==> config.mk <==
export PLATFORM = sky130hd
export DESIGN_NAME = word_fifo_flat
export DESIGN_NICKNAME = d
export VERILOG_FILES = /design/src/common/udp_pkg.sv /design/src/common/word_stream_if.sv /design/src/design/word_fifo.sv /design/src/flat_wrapper.sv
export VERILOG_INCLUDE_DIRS = /design/src /design/src/common
export SDC_FILE = /design/constraint.sdc
export NUM_CORES = 2
export LEC_CHECK = 0
export BUFFER_PORTS_ARGS = -buffer_cell sky130_fd_sc_hd__buf_2
export CAP_MARGIN = 30
export CORE_MARGIN = 3
export CORE_UTILIZATION = 62
export CTS_CLUSTER_DIAMETER = 120
export DETAILED_ROUTE_END_ITERATION = 8
export GPL_TIMING_DRIVEN = 1
export PLACE_DENSITY = 0.78
export SLEW_MARGIN = 0
export SYNTH_ARGS = -nofsm -noshare
export SYNTH_HDL_FRONTEND = slang
export SYNTH_SLANG_ARGS = --single-unit
==> constraint.sdc <==
create_clock -name ctrl_aclk -period 4.62 [get_ports ctrl_aclk]
set_input_delay 0.693 -clock ctrl_aclk [delete_from_list [all_inputs] [get_ports ctrl_aclk]]
set_output_delay 0.693 -clock ctrl_aclk [all_outputs]
set_load 0.01 [all_outputs]
==> src/common/udp_defines.svh <==
`ifndef UDP_DEFINES_SVH
`define UDP_DEFINES_SVH

// Stream geometry
`define UDP_DATA_WIDTH 32
`define UDP_KEEP_WIDTH 4

// Own addresses with the most significant byte sent first
`define UDP_SELF_MAC 48'h02_00_00_00_00_01
`define UDP_SELF_IP 32'hc0_a8_00_01

// Protocol constants
`define UDP_ETHERTYPE_IPV4 16'h0800
`define UDP_IP_VER_IHL 8'h45
`define UDP_IP_PROTO_UDP 8'd17
`define UDP_IP_TTL 8'h80

// Header sizes in bytes
`define UDP_HDR_BYTES 16'd42
`define UDP_IP_UDP_BYTES 16'd28
`define UDP_UDP_HDR_BYTES 16'd8

`define UDP_FIFO_DEPTH 64

`endif

==> src/common/udp_pkg.sv <==
`include "udp_defines.svh"

package udp_pkg;

    typedef logic [`UDP_DATA_WIDTH-1:0] data_word_t;
    typedef logic [`UDP_KEEP_WIDTH-1:0] byte_keep_t;
    typedef logic [47:0] mac_addr_t;
    typedef logic [31:0] ipv4_addr_t;
    typedef logic [15:0] udp_port_t;
    typedef logic [15:0] byte_count_t;

    // Lane 0 lands in the top byte so header fields read in wire order
    function automatic data_word_t byte_swap(data_word_t w);
        return {w[7:0], w[15:8], w[23:16], w[31:24]};
    endfunction

    // Lane enables for the bytes still due in this word
    function automatic byte_keep_t keep_for(byte_count_t n);
        byte_keep_t k;
        case (n)
            16'd0:   k = 4'b0000;
            16'd1:   k = 4'b0001;
            16'd2:   k = 4'b0011;
            16'd3:   k = 4'b0111;
            default: k = 4'b1111;
        endcase
        return k;
    endfunction

endpackage

==> src/common/word_stream_if.sv <==
`timescale 1ns/1ps

interface word_stream_if
    import udp_pkg::*;
();

    data_word_t data;
    byte_keep_t keep;
    logic       last;
    logic       valid;
    logic       ready;

    modport source (output data, output keep, output last, output valid, input ready);
    modport sink (input data, input keep, input last, input valid, output ready);

endinterface

==> src/design/word_fifo.sv <==
`timescale 1ns/1ps
`include "udp_defines.svh"

module word_fifo
    import udp_pkg::*;
#(
    parameter int DEPTH = `UDP_FIFO_DEPTH
) (
    input  logic          ctrl_aclk,
    input  logic          ctrl_aresetn,
    word_stream_if.sink   wr,
    word_stream_if.source rd
);

    localparam int PTR_W = $clog2(DEPTH);

    data_word_t       mem_data [DEPTH];
    byte_keep_t       mem_keep [DEPTH];
    logic             mem_last [DEPTH];
    logic [PTR_W-1:0] wr_ptr;
    logic [PTR_W-1:0] rd_ptr;
    logic [PTR_W:0]   count;
    logic             wr_fire;
    logic             rd_fire;

    assign wr.ready = (count != (PTR_W + 1)'(DEPTH));
    assign rd.valid = (count != '0);
    assign wr_fire  = wr.valid && wr.ready;
    assign rd_fire  = rd.valid && rd.ready;

    // Head of the buffer is presented directly
    assign rd.data = mem_data[rd_ptr];
    assign rd.keep = mem_keep[rd_ptr];
    assign rd.last = mem_last[rd_ptr];

    always_ff @(posedge ctrl_aclk) begin
        if (wr_fire) begin
            mem_data[wr_ptr] <= wr.data;
            mem_keep[wr_ptr] <= wr.keep;
            mem_last[wr_ptr] <= wr.last;
        end
    end

    always_ff @(posedge ctrl_aclk) begin
        if (!ctrl_aresetn) begin
            wr_ptr <= '0;
            rd_ptr <= '0;
            count  <= '0;
        end else begin
            if (wr_fire) begin
                wr_ptr <= (wr_ptr == PTR_W'(DEPTH - 1)) ? '0 : wr_ptr + 1'b1;
            end
            if (rd_fire) begin
                rd_ptr <= (rd_ptr == PTR_W'(DEPTH - 1)) ? '0 : rd_ptr + 1'b1;
            end
            case ({wr_fire, rd_fire})
                2'b10:   count <= count + 1'b1;
                2'b01:   count <= count - 1'b1;
                default: count <= count;
            endcase
        end
    end

    // A word offered while full must still be offered, unchanged, one cycle later
    assert property (@(posedge ctrl_aclk) disable iff (!ctrl_aresetn)
        (wr.valid && !wr.ready) |=> (wr.valid && $stable(wr.data)))
        else $error("word_fifo: write while full lost a word");

endmodule

==> src/flat_wrapper.sv <==
// flat-port wrapper written by rule: the top's interface ports become plain ports
module word_fifo_flat import udp_pkg::*;
#(
    parameter int DEPTH = `UDP_FIFO_DEPTH
)
  (ctrl_aclk, ctrl_aresetn, wr_data, wr_keep, wr_last, wr_valid, wr_ready, rd_data, rd_keep, rd_last, rd_valid, rd_ready);
  word_stream_if wr_i ();
  word_stream_if rd_i ();
  input  logic ctrl_aclk;
  input  logic ctrl_aresetn;
  input wire logic [$bits(wr_i.data)-1:0] wr_data;
  input wire logic [$bits(wr_i.keep)-1:0] wr_keep;
  input wire logic [$bits(wr_i.last)-1:0] wr_last;
  input wire logic [$bits(wr_i.valid)-1:0] wr_valid;
  output wire logic [$bits(wr_i.ready)-1:0] wr_ready;
  output wire logic [$bits(rd_i.data)-1:0] rd_data;
  output wire logic [$bits(rd_i.keep)-1:0] rd_keep;
  output wire logic [$bits(rd_i.last)-1:0] rd_last;
  output wire logic [$bits(rd_i.valid)-1:0] rd_valid;
  input wire logic [$bits(rd_i.ready)-1:0] rd_ready;
  assign wr_i.data = wr_data;
  assign wr_i.keep = wr_keep;
  assign wr_i.last = wr_last;
  assign wr_i.valid = wr_valid;
  assign wr_ready = wr_i.ready;
  assign rd_data = rd_i.data;
  assign rd_keep = rd_i.keep;
  assign rd_last = rd_i.last;
  assign rd_valid = rd_i.valid;
  assign rd_i.ready = rd_ready;
  word_fifo #(.DEPTH(DEPTH)) u_core (.ctrl_aclk(ctrl_aclk), .ctrl_aresetn(ctrl_aresetn), .wr(wr_i), .rd(rd_i));
endmodule
=== After elaboration in Yosys (flattened, before gate mapping) ===
Memory sizes are Yosys's and may differ from the RTL's. A register that Yosys moved wholly into a read port is not among the register bits.
Index checks and enable logic that the tools add are counted.

* Register bits after elaboration: 19
* Bits in latches: 0
* RAM bits: 2368
* ROM bits: 0
* Logic and storage cells: 30
* Memories kept: 3

* Add/subtract/negate cells: 4
* $mul: 0
* Divide/modulo/power cells: 0
* Magnitude comparators: 0
* Equal/unequal tests: 5
* Shifts and indexed selects: 0
* Multiplexer cells: 11
* Bitwise operators: 0
* Reduce and logical (&&, ||, !) cells: 4

{| class="wikitable"
|+ Memories
! name !! depth !! bits a word !! read ports !! clocked after Yosys merged registers in !! wr ports !! line !! text
|-
| u_core.mem_data || 64 || 32 || 1 || 1 || 1 || word_fifo.sv:17 || <nowiki>data_word_t mem_data [DEPTH];</nowiki>
|-
| u_core.mem_keep || 64 || 4 || 1 || 1 || 1 || word_fifo.sv:18 || <nowiki>byte_keep_t mem_keep [DEPTH];</nowiki>
|-
| u_core.mem_last || 64 || 1 || 1 || 1 || 1 || word_fifo.sv:19 || <nowiki>logic mem_last [DEPTH];</nowiki>
|}

{| class="wikitable"
|+ Operators by type and width
! kind !! count
|-
| 2-to-1 mux 6 bit || 8
|-
| case mux 7 bit (2 select lines) || 1
|-
| adder 6 x 1 -> 6 bit (second input constant) || 2
|-
| == test 6 bit (second input constant) || 2
|-
| adder 7 x 1 -> 7 bit (second input constant) || 1
|-
| inequality test 7 bit (second input constant) || 1
|-
| nonzero test 7 bit || 1
|-
| subtractor 7 x 1 -> 7 bit (second input constant) || 1
|-
| == test 2 x 1 -> 1 bit (second input constant) || 1
|-
| == test 2 bit (second input constant) || 1
|-
| logical AND 1 bit || 2
|-
| 2-to-1 mux 1 bit || 2
|-
| nonzero test 2 bit || 1
|}

=== Depth between registers and ports, before layout ===
* Word-level depth: 4
* Gate-level depth with buffers: 13

=== Least setup slack after synthesis ===
No wires, ideal clock.

* Path kind: input-to-reg
* From: in wr_valid
* To: mem u_core.mem_data[59][0] (netlist name), enable pin
* Library setup time: 431 ps
* Arrival time: 3145 ps
* Setup slack: 1044 ps
* Stages on the path: 6
* Path buffers: 0
* Cells stage by stage: inv_1 > a31oi_1 > inv_1 > nor2_1 > nand3_1 > nor2_1

* Cells in the longest elaborated chain, start to end: 3

{| class="wikitable"
|+ Ends and longest elaborated chain
! what !! line !! text
|-
| start: declaration || flat_wrapper.sv:14 || <nowiki>input wire logic [$bits(wr_i.valid)-1:0] wr_valid;</nowiki>
|-
| logical AND 1 bit || word_fifo.sv:28 || <nowiki>assign wr_fire = wr.valid && wr.ready;</nowiki>
|-
| 2-to-1 mux 1 bit || word_fifo.sv:37 || <nowiki>if (wr_fire) begin</nowiki>
|-
| 2-to-1 mux 1 bit (implied by the code) || word_fifo.sv:38 || <nowiki>mem_data[wr_ptr] <= wr.data;</nowiki>
|-
| end: declaration || word_fifo.sv:17 ||
|}

No other way between the ends.

==> results.yml <==
floorplan:
  core_area_mm2: 0.146
  rows: 140
  initial_utilization_pct: 62.5
  die_area_mm2: 0.152
  io_pins: 80
  dieHeight_um: 389
  die_x_um: 389
timing:
  slew_headroom_pct: 34.8
  skew_ns: 0.0360
  hold_violations: 0
  setup_viol: 0
  period_share_pct: 99.5
  rsz0062_at_grt: "no"
  worst_hold_slack_ns: 0.108
  finalSetupTns_ns: 0
  fmax_mhz: 218
  worst_slew_pin_slew_ns: 0.976
  slew_viol_final: 0
  layout_min_cycle_time_ns: 4.60
run_status:
  status: "completed"
logic_synthesis:
  async_reset_ff_share_pct: 0
  ys_types: 57
  avgSynthCellArea_um2: 23.2
  ys_seq_area_share_pct: 78.6
  synth_cells: 3935
  yosysWarnings: 0
  syn_nets: 3981
  synth_edf_count: 2368
  synth-seq-cells: 2393
  netlist_area_mm2: 0.0911
  synth_ff_type: "edfxtp_1"
global_route:
  overflow: 0
  first_global_vias: 46300
  antenna_found_initial: 7
  grt_max_degree: 72
  grt_pass1_wl_mm: 343
  grt_util_all_layers_pct: 32.2
detailed_routing:
  wl_mm: 240
  avgViaCountPerCell: 7.32
  vias: 46400
  dr.pass1.iters: 6
  drt-wirelength-per-cell_um: 38.0
  ant_nets: 0
  drtIter0Drc: 7851
  drc: 0
setup_path:
  crit_path_end_kind: "primary output"
  rr_endpoint: "u_core.mem_data[24][22]$_DFFE_PP_"
  path_class: "flip-flop to primary output"
  reg2reg_depth: 7
  worst_setup_path_start_kind: "flip-flop"
  cp_max_fo: 57
  crit_arrival_ns: 3.90
  rrSetupSlack_ns: 0.98
  reg2reg_from: "u_core.count[1]$_SDFFE_PN0P_"
  crit_required_ns: 3.93
placed_design:
  place_congestion: 0.854
  dp_hpwl_mm: 131
  port_buffers: 79
layout:
  fill_cells: 7999
  layout-drive-gt1-share_pct: 29.5
  area_growth_pct: 13.1
  nets: 4274
hold_path:
  whs_endpoint: "u_core.mem_data[5][26]$_DFFE_PP_"
  hold_start: "wr_data[26]"
  holdPathStages: 1
  holdCritPathClass: "primary input to flip-flop"
power_and_ir_drop:
  power_mw: 51.9
  ir_drop_mv: 0.393
  leakagePower_nw: 31.3
  power.density_mw_per_mm2: 503
clocking:
  clkTransAtPathRegs_ns: 0.07
  clock_sinks: 2393
  cts-buffers-inserted: 219
  insertion_delay_ns: 0.86
  htree_num_levels: 4
  clock_path_buffers: 3
  tritoncts: "built"
  clockRootBuffer: "clkbuf_16"
run:
  max_cap_viol_count: 0
logic make-up (layout without fill, tap and decap cells):
group / after synthesis / in the layout / share of synthesized area [%]
muxes: 702 / 702 / 15.8
and+or+nand+nor: 233 / 233 / 1.25
other: 0 / 5 / 0
DFF: 2393 / 2393 / 78.6
xor gates and xnor gates: 9 / 9 / 0.0865
buffers and inverters: 231 / 704 / 1.34
AOI/OAI and AO/OA: 362 / 362 / 2.86
adders and majority gates: 5 / 5 / 0.0686
layer usage:
layer | up-vias | global-route usage [%] | share of wire (%)
met3 | 693 | 7.21 | 12
met5 | - | 0 | 0.0083
met1 | 24000 | 44.8 | 35
met4 | 4 | 15.0 | 5.4
li1 | 17500 | - | -
met2 | 4100 | 49.7 | 48
power breakdown:
group | internal (mW) | switching (mW) | total (mW)
logic | 4.36 | 4.81 | 9.17
registers | 24.0 | 0.158 | 24.2
clock network | 10.5 | 7.99 | 18.5
total | 38.9 | 13.0 | 51.9
sequential cells by signal (all words and copies together) (netlist names), named ones only:
register         flops
u_core.wr_ptr        6
u_core.mem_data   2048
u_core.rd_ptr        6
u_core.mem_last     64
u_core.mem_keep    256
u_core.count         7
critical path, stage by stage (launching register included):
cell	delay [ns]
dfxtp_4	0.70
buf_12	0.39
mux4_2	0.37
nor2b_1	0.16
a2111oi_0	0.69
o22ai_1	0.17
and3_1	0.29
buf_2	0.19
cell usage in the layout (no fill, tap or decap), drive strengths merged, types with 4 or more instances in the layout:
cell,netlist,routed
nor2,100,100
o221ai,51,51
bufinv,0,31
edfxtp,2368,2368
nand2b,12,12
o21ai,37,37
nor2b,22,22
o211a,9,9
inv,7,18
a21oi,73,73
nand2,34,34
nand3,9,9
a221oi,65,65
dfxtp,25,25
nand3b,8,8
o22ai,52,52
or3,4,4
clkinvlp,0,6
a211oi,13,13
mux4,592,592
xor2,6,6
buf,125,295
clkinv,0,98
a22o,33,33
mux2i,110,110
nor3,19,19
or2,4,4
diode,0,5
ha,5,5
clkbuf,99,255
a31oi,9,9
and3,7,7
final cells by class:
class	instances	area [um^2]	share of cell area (%)
flip-flops and latches	2393	71600	69.5
diodes	5	12.5	0.0121
inverters	7	26.3	0.0255
multi-input cells	1311	18800	18.3
clock inverters	146	1600	1.55
repair buffers	296	2900	2.82
well taps	1917	2400	2.33
clock buffers	255	5680	5.51
synthesized netlist by cell type, types with 3 or more instances:
cell         n  share of area, %
nor3_2       3             0.033
xnor2_1      3             0.029
nor2b_1     22              0.15
buf_1       15             0.062
o22ai_1     52              0.36
and3_1       7             0.048
or2_2        4             0.027
edfxtp_1  2368                78
a22o_1      33              0.32
buf_4       36              0.30
o221ai_1    51              0.49
nand3b_1     8             0.066
ha_1         5             0.069
clkbuf_1    98              0.40
o21ai_1     16             0.088
mux2i_1    110               1.2
o21ai_0     21              0.12
mux4_2     592                15
buf_2       54              0.30
nand2_1     34              0.14
inv_1        7             0.029
nand4_1      3             0.021
a221oi_1    65              0.62
a31oi_1      9             0.062
dfxtp_1     25              0.55
o211a_1      9             0.099
or3_1        4             0.027
nor2_1     100              0.41
nand2b_1    12             0.082
nor3_1      16             0.088
a21oi_1     73              0.40
buf_6       20              0.25
nand3_1      9             0.049
xor2_1       6             0.058
a211oi_1    13              0.11
per-stage QoR:
step | worst slack, ns | std cells | util [%] | instance area (um^2)
final | 0.0230 | 6330 | 70.6 | 103000
after global routing | 0.0000711 | 6326 | 70.6 | 103000
after CTS | 0.0214 | 6315 | 70.5 | 103000
after detailed placement | 0.719 | 5913 | 65.5 | 95500
after global placement | 0.728 | 5907 | 65.4 | 95400
after floorplan | 1.04 | 3935 | - | 91100
how the worst max path moves through the flow:
stage	from	to	slack, ns	depth (start not counted)
6_report	flip-flop	rd_data[31]	0.02	7
5_1_grt	flip-flop	rd_data[31]	0.00007	8
4_1_cts	flip-flop	rd_data[7]	0.02	7
3_5_place_dp	flip-flop	rd_data[31]	0.72	9
3_3_place_gp	flip-flop	rd_data[31]	0.73	9
2_1_floorplan	wr_valid	u_core.mem_data[59][0]$_DFFE_PP_	1.04	6
timing repair:
| item | in CTS | in global routing |
|---|---|---|
| setup endpoints to repair | 8 | 6 |
| setup buffers | 0 | 1 |
| resized for setup | 7 | 4 |
| hold buffers | 1 | 0 |
| hold endpoints to repair | 2 | 0 |
No activity file was read; power rests on OpenSTA's default activity.
