<file path="src/common/udp_defines.svh">
`ifndef UDP_DEFINES_SVH
`define UDP_DEFINES_SVH

// Stream geometry
`define UDP_DATA_WIDTH 32
`define UDP_KEEP_WIDTH 4

// Own addresses with the most significant byte sent first
`define UDP_SELF_MAC 48'h02_00_00_00_00_01
`define UDP_SELF_IP 32'hc0_a8_00_01

// Protocol constants
`define UDP_ETHERTYPE_IPV4 16'h0800
`define UDP_IP_VER_IHL 8'h45
`define UDP_IP_PROTO_UDP 8'd17
`define UDP_IP_TTL 8'h80

// Header sizes in bytes
`define UDP_HDR_BYTES 16'd42
`define UDP_IP_UDP_BYTES 16'd28
`define UDP_UDP_HDR_BYTES 16'd8

`define UDP_FIFO_DEPTH 64

`endif

</file>
<file path="src/common/udp_pkg.sv">
`include "udp_defines.svh"

package udp_pkg;

    typedef logic [`UDP_DATA_WIDTH-1:0] data_word_t;
    typedef logic [`UDP_KEEP_WIDTH-1:0] byte_keep_t;
    typedef logic [47:0] mac_addr_t;
    typedef logic [31:0] ipv4_addr_t;
    typedef logic [15:0] udp_port_t;
    typedef logic [15:0] byte_count_t;

    // Lane 0 lands in the top byte so header fields read in wire order
    function automatic data_word_t byte_swap(data_word_t w);
        return {w[7:0], w[15:8], w[23:16], w[31:24]};
    endfunction

    // Lane enables for the bytes still due in this word
    function automatic byte_keep_t keep_for(byte_count_t n);
        byte_keep_t k;
        case (n)
            16'd0:   k = 4'b0000;
            16'd1:   k = 4'b0001;
            16'd2:   k = 4'b0011;
            16'd3:   k = 4'b0111;
            default: k = 4'b1111;
        endcase
        return k;
    endfunction

endpackage

</file>
<file path="src/common/word_stream_if.sv">
`timescale 1ns/1ps

interface word_stream_if
    import udp_pkg::*;
();

    data_word_t data;
    byte_keep_t keep;
    logic       last;
    logic       valid;
    logic       ready;

    modport source (output data, output keep, output last, output valid, input ready);
    modport sink (input data, input keep, input last, input valid, output ready);

endinterface

</file>
<file path="src/rx/udp_rx_parser.sv">
`timescale 1ns/1ps
`include "udp_defines.svh"

module udp_rx_parser
    import udp_pkg::*;
(
    input  logic          ctrl_aclk,
    input  logic          ctrl_aresetn,
    input  data_word_t    eth_rx_data,
    input  byte_keep_t    eth_rx_keep,
    input  logic          eth_rx_last,
    input  logic          eth_rx_valid,
    output logic          eth_rx_ready,
    word_stream_if.source payload
);

    typedef enum logic [1:0] {S_HDR, S_PAY, S_FLUSH, S_DRAIN} state_t;

    state_t      state;
    logic [3:0]  beat;
    data_word_t  rx_be;
    mac_addr_t   dst_mac;
    ipv4_addr_t  dst_ip;
    logic [15:0] ethertype;
    logic [7:0]  ver_ihl;
    logic [7:0]  proto;
    byte_count_t udp_len;
    byte_count_t rem;
    logic [15:0] hold;
    logic        accept;
    logic        rx_fire;

    assign rx_be   = byte_swap(eth_rx_data);
    assign udp_len = rx_be[15:0];

    // All filter fields are in by header word 9
    assign accept = (dst_mac == `UDP_SELF_MAC) && (dst_ip == `UDP_SELF_IP)
                 && (ethertype == `UDP_ETHERTYPE_IPV4) && (ver_ihl == `UDP_IP_VER_IHL)
                 && (proto == `UDP_IP_PROTO_UDP);

    always_comb begin
        case (state)
            S_PAY:   eth_rx_ready = (rem == '0) || payload.ready;
            S_FLUSH: eth_rx_ready = 1'b0;
            default: eth_rx_ready = 1'b1;
        endcase
    end

    assign rx_fire = eth_rx_valid && eth_rx_ready;

    // Payload shifted down two lanes by pairing the held upper half with the new lower half
    assign payload.valid = (state == S_FLUSH)
                        || ((state == S_PAY) && eth_rx_valid && (rem != '0));
    assign payload.data  = (state == S_FLUSH) ? {16'h0000, hold} : {eth_rx_data[15:0], hold};
    assign payload.keep  = (state == S_FLUSH) ? keep_for((rem > 16'd2) ? 16'd2 : rem)
                                              : keep_for(rem);
    assign payload.last  = (state == S_FLUSH) || (rem <= 16'd4);

    always_ff @(posedge ctrl_aclk) begin
        if (!ctrl_aresetn) begin
            state <= S_HDR;
            beat  <= '0;
        end else begin
            case (state)
                S_HDR: begin
                    if (rx_fire) begin
                        beat <= beat + 4'd1;
                        if ((beat == 4'd9) && !accept) begin
                            state <= S_DRAIN;
                        end
                        if (beat == 4'd10) begin
                            state <= S_PAY;
                        end
                        // Frame ending inside the header, or payload only in the held half
                        if (eth_rx_last) begin
                            state <= ((beat == 4'd10) && (rem != '0)) ? S_FLUSH : S_HDR;
                        end
                    end
                end
                S_PAY: begin
                    if (rx_fire && eth_rx_last) begin
                        state <= (rem > 16'd4) ? S_FLUSH : S_HDR;
                    end
                end
                S_FLUSH: begin
                    if (payload.ready) begin
                        state <= S_HDR;
                    end
                end
                default: begin
                    if (rx_fire && eth_rx_last) begin
                        state <= S_HDR;
                    end
                end
            endcase
            if (rx_fire && eth_rx_last) begin
                beat <= '0;
            end
        end
    end

    // Field capture per header beat, then the payload shift
    always_ff @(posedge ctrl_aclk) begin
        if (rx_fire) begin
            if (state == S_HDR) begin
                case (beat)
                    4'd0: dst_mac[47:16] <= rx_be;
                    4'd1: dst_mac[15:0] <= rx_be[31:16];
                    4'd3: begin
                        ethertype <= rx_be[31:16];
                        ver_ihl   <= rx_be[15:8];
                    end
                    4'd5:  proto <= rx_be[7:0];
                    4'd7:  dst_ip[31:16] <= rx_be[15:0];
                    4'd8:  dst_ip[15:0] <= rx_be[31:16];
                    4'd9:  rem <= udp_len - `UDP_UDP_HDR_BYTES;
                    4'd10: hold <= eth_rx_data[31:16];
                    default: ;
                endcase
            end else if (state == S_PAY) begin
                hold <= eth_rx_data[31:16];
                rem  <= (rem > 16'd4) ? rem - 16'd4 : '0;
            end
        end
    end

    assert property (@(posedge ctrl_aclk) disable iff (!ctrl_aresetn)
        eth_rx_valid |-> (eth_rx_keep != '0))
        else $error("udp_rx_parser: valid input word with empty keep");

endmodule

</file>
<file path="src/flat_wrapper.sv">
// flat-port wrapper written by rule: the top's interface ports become plain ports
module udp_rx_parser_flat import udp_pkg::*;
  (ctrl_aclk, ctrl_aresetn, eth_rx_data, eth_rx_keep, eth_rx_last, eth_rx_valid, eth_rx_ready, payload_data, payload_keep, payload_last, payload_valid, payload_ready);
  word_stream_if payload_i ();
  input  logic ctrl_aclk;
  input  logic ctrl_aresetn;
  input  data_word_t eth_rx_data;
  input  byte_keep_t eth_rx_keep;
  input  logic eth_rx_last;
  input  logic eth_rx_valid;
  output logic eth_rx_ready;
  output wire logic [$bits(payload_i.data)-1:0] payload_data;
  output wire logic [$bits(payload_i.keep)-1:0] payload_keep;
  output wire logic [$bits(payload_i.last)-1:0] payload_last;
  output wire logic [$bits(payload_i.valid)-1:0] payload_valid;
  input wire logic [$bits(payload_i.ready)-1:0] payload_ready;
  assign payload_data = payload_i.data;
  assign payload_keep = payload_i.keep;
  assign payload_last = payload_i.last;
  assign payload_valid = payload_i.valid;
  assign payload_i.ready = payload_ready;
  udp_rx_parser u_core (.ctrl_aclk(ctrl_aclk), .ctrl_aresetn(ctrl_aresetn), .eth_rx_data(eth_rx_data), .eth_rx_keep(eth_rx_keep), .eth_rx_last(eth_rx_last), .eth_rx_valid(eth_rx_valid), .eth_rx_ready(eth_rx_ready), .payload(payload_i));
endmodule
</file>
<file path="config.mk">
export PLATFORM = sky130hd
export DESIGN_NAME = udp_rx_parser_flat
export DESIGN_NICKNAME = d
export VERILOG_FILES = /design/src/common/udp_pkg.sv /design/src/common/word_stream_if.sv /design/src/rx/udp_rx_parser.sv /design/src/flat_wrapper.sv
export VERILOG_INCLUDE_DIRS = /design/src /design/src/common
export SDC_FILE = /design/constraint.sdc
export NUM_CORES = 1
export LEC_CHECK = 0
export ABC_AREA = 1
export BUFFER_PORTS_ARGS = -buffer_cell sky130_fd_sc_hd__buf_2
export CAP_MARGIN = 20
export CORE_MARGIN = 1.5
export CORE_UTILIZATION = 51
export DETAILED_ROUTE_END_ITERATION = 7
export PLACE_DENSITY = 0.73
export REMOVE_ABC_BUFFERS = 1
export SYNTH_ARGS = -nofsm -noshare
export SYNTH_HDL_FRONTEND = slang
export SYNTH_SLANG_ARGS = --single-unit
</file>
<file path="constraint.sdc">
create_clock -name ctrl_aclk -period 7.5 [get_ports ctrl_aclk]
set_clock_uncertainty 0.1 [all_clocks]
set_input_delay 0.375 -clock ctrl_aclk [delete_from_list [all_inputs] [get_ports ctrl_aclk]]
set_output_delay 0.375 -clock ctrl_aclk [all_outputs]
set_load 0.05 [all_outputs]
</file>
# Word-level counts from Yosys, hierarchy flattened
# Cells that the tools add are included.
# word_totals
word_cells	99
inputBits	41
output_inout_bits	39
ff_bits	150
# classes
magnitude_cmp	3
bitwise	1
n_reduce_logical	32
n_eq_ne	26
muxes	23
addsub	3
# ops
operator	n
2-to-1 mux 16 bit	8
== test 16 x 2 -> 1 bit, second input constant	4
== test 48 x 42 -> 1 bit, second input constant	1
== test 16 x 1 -> 1 bit, second input constant	2
== test 32 bit, second input constant	1
zero test 16 bit	2
2-to-1 mux 32 bit	1
one-hot mux 4 bit (4 select lines)	2
AND reduction 3 bit	8
2-to-1 mux 2 bit	9
== test 16 x 12 -> 1 bit, second input constant	1
> comparator 16 x 2 -> 1 bit, second input constant	1
> comparator 16 x 3 -> 1 bit, second input constant	1
less-or-equal comparator 16 x 3 -> 1 bit, second input constant	1
nonzero test 16 bit	1
subtractor 16 x 3 -> 16 bit, second input constant	1
subtractor 16 x 4 -> 16 bit, second input constant	1
== test 4 bit, second input constant	3
logical AND 1 bit	10
== test 4 x 3 -> 1 bit, second input constant	2
== test 8 x 5 -> 1 bit, second input constant	1
== test 8 x 7 -> 1 bit, second input constant	1
!= test 2 x 1 -> 1 bit, second input constant	3
one-hot mux 2 bit (3 select lines)	1
other kinds (19)	22

# Longest topological paths before layout
# Gate-level depths: netlist of the first run.
# depth
ltp_word	12
ltp_mapped	15
mapped_depth_nobuf	15

# Worst setup path after synthesis of the first run
# No wires, ideal clock.
# synth_path
kind	register -> register
startpoint	register u_core.state[1]
endpoint	register u_core.dst_mac[16] (enable)
path_buffers	0
synth_period_minus_slack_ps	3498
arrival_ps	2937
stages_incl_launch_ff	4
setup_slack_ps	4002
required_time_ps	6939
setup_ps	461
path_cell_list	dfxtp_1 inv_2 nand3_1 nor3_1
# synth_between
elab_chain_len	4
word_cells_on_any_way	6
classes_between	2 x eq/ne; 1 x mux; 3 x reduce/logical
# synth_rtl
element	line	source
start, declared	udp_rx_parser.sv:19	state_t state;
start signal, assigned	udp_rx_parser.sv:76	state <= ((beat == 4'd10) && (rem != '0)) ? S_FLUSH : S_HDR;
start signal, assigned	udp_rx_parser.sv:82	state <= (rem > 16'd4) ? S_FLUSH : S_HDR;
== test 2 bit or == test 2 x 1 -> 1 bit (tied branches)	udp_rx_parser.sv:42	case (state)
one-hot mux 1 bit (2 select lines)	udp_rx_parser.sv:42	
logical AND 1 bit	udp_rx_parser.sv:49	assign rx_fire = eth_rx_valid && eth_rx_ready;
AND reduction 3 bit (no line) *	n/a	
end signal, assigned	udp_rx_parser.sv:107	4'd0: dst_mac[47:16] <= rx_be;
end, declared	udp_rx_parser.sv:22	mac_addr_t dst_mac;
# Mark *: on every way between the ends. The rest lies on a longest branch, timed or not.
# A chain may end at the register's enable or synchronous reset.

# Final worst setup path of the first run
# layout_path
startpoint	register u_core.rem[2]
endpoint	output payload_keep[0]
# layout_between
elab_chain_len	5
word_cells_on_any_way	13
classes_between	1 x order compare; 6 x eq/ne; 4 x mux; 2 x reduce/logical
# layout_rtl
element	line	source
start, declared	udp_rx_parser.sv:28	byte_count_t rem;
start signal, assigned	udp_rx_parser.sv:116	4'd9: rem <= udp_len - `UDP_UDP_HDR_BYTES;
start signal, assigned	udp_rx_parser.sv:122	rem <= (rem > 16'd4) ? rem - 16'd4 : '0;
> comparator 16 x 2 -> 1 bit	udp_rx_parser.sv:55	assign payload.keep = (state == S_FLUSH) ? keep_for((rem > 16'd2) ? 16'd2 : rem)
2-to-1 mux 16 bit	udp_rx_parser.sv:55	
== test 16 x 2 -> 1 bit, or another cell as far along	udp_pkg.sv:20	case (n)
one-hot mux 4 bit (4 select lines)	udp_pkg.sv:20	
2-to-1 mux 4 bit *	udp_rx_parser.sv:55	
end, declared	flat_wrapper.sv:13	output wire logic [$bits(payload_i.keep)-1:0] payload_keep;
# Marked as above.

==> summary.md, run 1 <==
| Metric | Value |
|---|---|
| Synth area leader | edfxtp_1 |
| GP Congestion | ~0.9 |
| Max cap viols | 0 |
| Core box area | 12700 µm² |
| Root buf cell | clkbuf_16 |
| Drt via density | 4.93 |
| First-pass GRT wire length | 20700 µm |
| Layout cells sized above 1 | 23.6% |
| Pre-antenna DRT Iters | 5 |
| GRT Total Usage | slightly below 20% |
| Slew HR | 65.7% |
| Clock latency on the worst-skew pair | 0.41 ns |
| CTS Hold Bufs | 0 |
| Antenna cells | 0 |
| Commonest non-fill, non-tap cell in the layout | edfxtp_1 |
| I/O pins | 80 |
| Number of port buffers | 75 |
| Crit path DAT | 2.55 ns |
| Final ANT Viol Nets | 0 |
| Syn avg cell area | between 10 and 15 µm² |
| Synth Instances | ~600 |
| Post-detail-place hpwl | a little under 9000 µm |
| Fmax | 330 MHz |
| Final WS setup | 4.47 ns |
| Placed cells | 846 |
| Crit share post-route | 40.4% |
| Routed length per instance | ~14 µm |
| Worst-path maximum fanout | 5 |
| Post-CTS sizing | 0 |
| Commonest cells after routing, fill and taps aside | edfxtp_1 (144), inv_1 (121), nand2_1 (94) |
| Initial Util | approximately 53% |
| Non-Filler Instances | 881 |
| DR top layer | met4 |
| CP Capture Type | output port |
| Class of the worst hold path | input port to flop |
| FP Rows | 41 |
| Setup TNS | 0 ns |
| Primary flip-flop cell chosen by synthesis mapping | edfxtp_1 |
| Wire length on met2 | roughly 6200 µm |
| Register area share after synthesis | 66.7% |
| VDD IR max | 141 µV |
| Post-synth EDFFs | 144 |
| Grt total ovfl | 0 |
| Reg2reg path depth | 9 |
| Total of warnings raised by yosys | 0 |
| Unrepaired setup endpoints after global routing | no |
| Dpl ws | 4.81 ns |
| Largest net degree at the start of global routing | 25 |
| Fin crit period | roughly 3.0 ns |
| Synth area leaders | edfxtp_1 (65%), inv_1 (6.8%), nand2_1 (5.3%), nor2_1 (5.2%), dfxtp_1 (1.8%) |
| WS Path Type | flop to output port |
| Post-synth top area share | 64.9% |
| DRC viols | 0 |
| WHS | 0.0968 ns |
| Final hold viol count | 0 |
| DIE HEIGHT | 117 µm |
| Initial DRC count | 380 |
| Final net count | between 700 and 800 |
| Die width | 117 µm |
| Met1 wire length | 5380 µm |
| CTS clock-pin slew for the worst setup and hold paths | about 0.060 ns |
| Max H-tree Level | 4 |
| Post-synthesis register bit count | 150 |
| Hold depth | 1 |
| Synthesized cell area | ~6700 µm² |
| Worst-margin pin slew | 0.514 ns |
| WP data required | 7.03 ns |
| Status | complete, no violations |
| Vias | 4339 |
| Asr flop ratio synth | 0% |
| Leakage | around 3.3 nW |
| Fin util | 62.8% |
| WL met3 | 711 µm |
| Post-CTS Setup Inserts | 0 |
| Yosys cell types | 43 |
| Cts bufs inserted | 17 |
| PD cells | 282 nW/µm² |
| # fillers | 980 |
| Sink Count | 150 |
| Vias in the first global route | 4214 |
| Initial antenna violation count | 0 |
| CTS tree | built |
| Total Wirelength | 12600 µm |
| Worst setup SP type | flop |
| Final setup violation count | 0 |
| Die area | 13800 µm² |
| Area delta synth->final | 19.5% |
| Slew Limit Fails | 0 |
| Max clock buf depth | 2 |
==> per-layer routing <==
| metal | up-vias | track usage, % |
|---|---|---|
| li1 | 2142 | - |
| met2 | 154 | 31.7 |
| met5 | - | 0 |
| met3 | 26 | 3.89 |
| met1 | 2017 | 24.9 |
| met4 | 0 | 9.88 |
==> state kept, by name, summed over array words and instances (netlist names) <==
signal	flops
u_core.proto	8
u_core.dst_mac	48
u_core.ethertype	16
u_core.rem	16
u_core.state	2
u_core.dst_ip	32
u_core.beat	4
u_core.hold	16
u_core.ver_ihl	8
==> report_power, final <==
part	switching, mW	total [mW]	internal, mW
logic	0.247	0.338	0.0904
registers	0.0257	1.01	0.987
clock network	0.332	0.890	0.558
total	0.605	2.24	1.64
==> cell usage after synthesis, types with 2 or more instances <==
cell type	number
inv_4	2
buf_2	2
a211oi_1	2
nand2_4	4
edfxtp_1	144
o22ai_1	3
nand3_2	3
ha_1	7
nand2_2	2
a21oi_1	8
inv_1	121
nand2_1	94
nand3_1	17
inv_2	4
nand3b_1	3
nor3_1	9
nor2_2	2
nor2_1	93
nand4_1	6
xor2_1	10
o21ai_2	9
o21ai_0	9
nand3_4	2
nor2_4	4
dfxtp_1	6
and2_1	3
nor4_1	3
xnor2_1	6
o22ai_2	3
==> cell families after synthesis <==
| group | share of synthesized area, % |
|---|---|
| and+or+nand+nor | 17.8 |
| adders and majority gates | 1.31 |
| xor gates and xnor gates | 2.10 |
| buffers and inverters | 7.81 |
| AOI/OAI and AO/OA | 4.28 |
| DFF | 66.7 |
==> final cells by class <==
class                           count  area [µm²]  share of cell area [%]
Tap cell                          172         215                    2.70
Inverter                          128         487                    6.11
Clock buffer                       17         425                    5.34
Clock inverter                     15         201                    2.53
Multi-Input combinational cell    313        1720                    21.6
Sequential cell                   150        4440                    55.8
Timing Repair Buffer               86         465                    5.85
==> per-stage QoR <==
stage          total power [mW]  cell area [µm²]
4_1_cts                    2.25             7930
2_1_floorplan              1.27             6630
3_5_place_dp               1.36             7300
6_report                   2.24             7960
5_1_grt                    2.33             7960
3_3_place_gp               1.35             7300
==> worst max-delay path: stages (launching register included) <==
cell	delay (ns)
edfxtp_1	0.48
inv_1	0.17
ha_1	0.22
nand2_1	0.10
nor4_1	0.38
nand3_1	0.18
a21oi_1	0.17
nand4_1	0.09
nand2_1	0.09
nand2_1	0.06
buf_2	0.20
==> final timing paths <==
path                   start  slack, ns                to
max            u_core.rem[2]       4.47   payload_keep[0]
min          eth_rx_data[14]        0.1  u_core.dst_ip[6]
max reg2reg    u_core.rem[2]       5.11    u_core.hold[8]
min reg2reg   u_core.beat[2]       0.38    u_core.beat[2]
Note: power is estimated with default switching activity, not from simulation.
==> run 2: changes to the inputs <==
--- a/config.mk
+++ b/config.mk
@@ -12,7 +12,7 @@
 export CORE_MARGIN = 1.5
 export CORE_UTILIZATION = 51
 export DETAILED_ROUTE_END_ITERATION = 7
-export PLACE_DENSITY = 0.73
+export PLACE_DENSITY = 0.76
 export REMOVE_ABC_BUFFERS = 1
 export SYNTH_ARGS = -nofsm -noshare
 export SYNTH_HDL_FRONTEND = slang
==> constraint.sdc (replaced) <==
create_clock -name ctrl_aclk -period 2.7 [get_ports ctrl_aclk]
set_clock_uncertainty 0.1 [all_clocks]
set_input_delay 0.135 -clock ctrl_aclk [delete_from_list [all_inputs] [get_ports ctrl_aclk]]
set_output_delay 0.135 -clock ctrl_aclk [all_outputs]
set_load 0.05 [all_outputs]
==> run 2 against run 1 <==
Against the previous run:
- setup slack got worse by 4.3 ns
- die area unchanged
- clock-buffer cell count rose by 6
- critical path type unchanged
- largest cell class unchanged
==> summary.md, run 2 (synthesis gave the netlist of run 1 again) <==
| Metric | Value |
|---|---|
| Status | complete, no violations |
| DIE HEIGHT | 117 µm |
| Initial DRC count | 345 |
| PD cells | roughly 740 nW/µm² |
| Vias in the first global route | 4599 |
| Cts bufs inserted | 17 |
| Max H-tree Level | 4 |
| Crit path DAT | approximately 2.3 ns |
| Die width | ~120 µm |
| Commonest non-fill, non-tap cell in the layout | edfxtp_1 |
| Die area | ~14000 µm² |
| Regs by FF count | u_core.dst_mac x48, u_core.dst_ip x32 |
| Layout cells sized above 1 | 22.0% |
| Fmax | just under 400 MHz |
| CP Capture Type | output port |
| Worst-path maximum fanout | 4 |
| Max FFs per register | 48 |
| Unrepaired setup endpoints after global routing | yes |
| Initial antenna violation count | 0 |
| Routed length per instance | 14.9 µm |
| Final net count | a little under 800 |
| Max cap viols | 0 |
| # fillers | 936 |
| Antenna cells | 0 |
| Sink Count | 150 |
| Area delta synth->final | 23.8% |
| Grt total ovfl | 0 |
| Crit share post-route | 93.6% |
| Slew Limit Fails | 0 |
| VDD IR max | 413 µV |
| FP Rows | 41 |
| Pre-antenna DRT Iters | 5 |
| Placed cells | 847 |
| I/O pins | 80 |
| First-pass GRT wire length | 22300 µm |
| WP data required | ~2.5 ns |
| Number of port buffers | 75 |
| Post-detail-place hpwl | 9130 µm |
| Leakage | about 3.4 nW |
| Fin crit period | 2.53 ns |
| CTS clock-pin slew for the worst setup and hold paths | approximately 0.060 ns |
| Final hold viol count | 0 |
| Initial Util | a little over half |
| Top reg by flops | u_core.dst_mac |
| Max clock buf depth | 2 |
| Class of the worst hold path | input port to flop |
| Slew HR | 27.4% |
| Vias | 4506 |
| Non-Filler Instances | 913 |
| Setup TNS | 0 ns |
| GRT Total Usage | 20.9% |
| Root buf cell | clkbuf_16 |
| Final setup violation count | 0 |
| WS Path Type | flop to output port |
| CTS tree | built |
| Commonest cells after routing, fill and taps aside | edfxtp_1 (144), inv_1 (120), nand2_1 (93) |
| Total Wirelength | 13600 µm |
| Core box area | 12700 µm² |
| Final ANT Viol Nets | 0 |
| GP Congestion | 0.918 |
| Largest net degree at the start of global routing | 33 |
| Clock latency on the worst-skew pair | 0.42 ns |
| Worst-margin pin slew | 1.09 ns |
| Drt via density | 4.94 |
| DRC viols | 0 |
| Worst setup SP type | flop |
run 2: cell count changes in the layout (fill, tap and decap cells not counted), moves of 2 or more:
cell,change
clkbuf_1,+6
buf_4,+3
buf_6,-2
clkinv_4,-2
inv_6,-2
dlygate4sd3_1,+33
run 2: worst paths after layout:
check | start | endpoint | slack [ns] | cells after the start
worst max register to register | u_core.state[1] | u_core.rem[13] | 0.37 | 5
worst min-delay path | payload_ready | u_core.state[0] | 0.07 | 5
worst min register to register | u_core.beat[2] | u_core.beat[2] | 0.39 | 2
worst max-delay path | u_core.rem[2] | payload_keep[2] | 0.17 | 10
run 2: where the power goes:
| group | switching (mW) | internal, mW |
|---|---|---|
| sequential | 0.0782 | 2.74 |
| combinational | 0.703 | 0.273 |
| clock | 0.855 | 1.45 |
| total | 1.64 | 4.46 |
run 2: repair_timing:
item	CTS	global route
resized for setup	1	6
gates cloned	0	0
pin swaps	0	1
endpoints found under the hold margin	135	0
hold buffers	33	0
setup endpoints to repair	2	4
setup buffers	0	1
run 2: area by class of cell:
class	instances	area, µm²	share of cell area, %
clock inverter	9	128	1.55
timing repair buffer	118	783	9.49
tap	172	215	2.61
sequential	150	4440	53.9
clock buffer	23	448	5.43
multi-input combinational	313	1740	21.1
inverter	128	487	5.90
run 2: metal layers:
metal	share of wire, %	track usage, %
met1	43	26.3
met2	51	35.7
met3	4.0	4.13
met4	2.0	8.41
met5	0	0
run 2: metrics by stage:
| stage | utilization [%] | total power, mW | hold WS [ns] | instance area [µm²] | worst slack, ns |
|---|---|---|---|---|---|
| after floorplan | - | 3.52 | 0.134 | 6630 | -0.798 |
| after global placement | 57.7 | 3.75 | 0.271 | 7310 | 0.513 |
| after detailed placement | 57.7 | 3.79 | 0.275 | 7310 | 0.405 |
| after CTS | 64.9 | 6.12 | 0.0476 | 8220 | 0.0368 |
| after global routing | 65.1 | 6.32 | 0.0973 | 8250 | -0.00683 |
| final | 65.1 | 6.10 | 0.0734 | 8250 | 0.172 |
run 2: worst max-delay path: stages, from the launching register on:
cell and delay (ns):
edfxtp_1 0.45, inv_2 0.11, ha_1 0.21, inv_1 0.10, nor3_2 0.16, nand3_1 0.11
nand2_1 0.11, o21ai_0 0.11, a21oi_1 0.19, a31o_2 0.14, buf_4 0.19
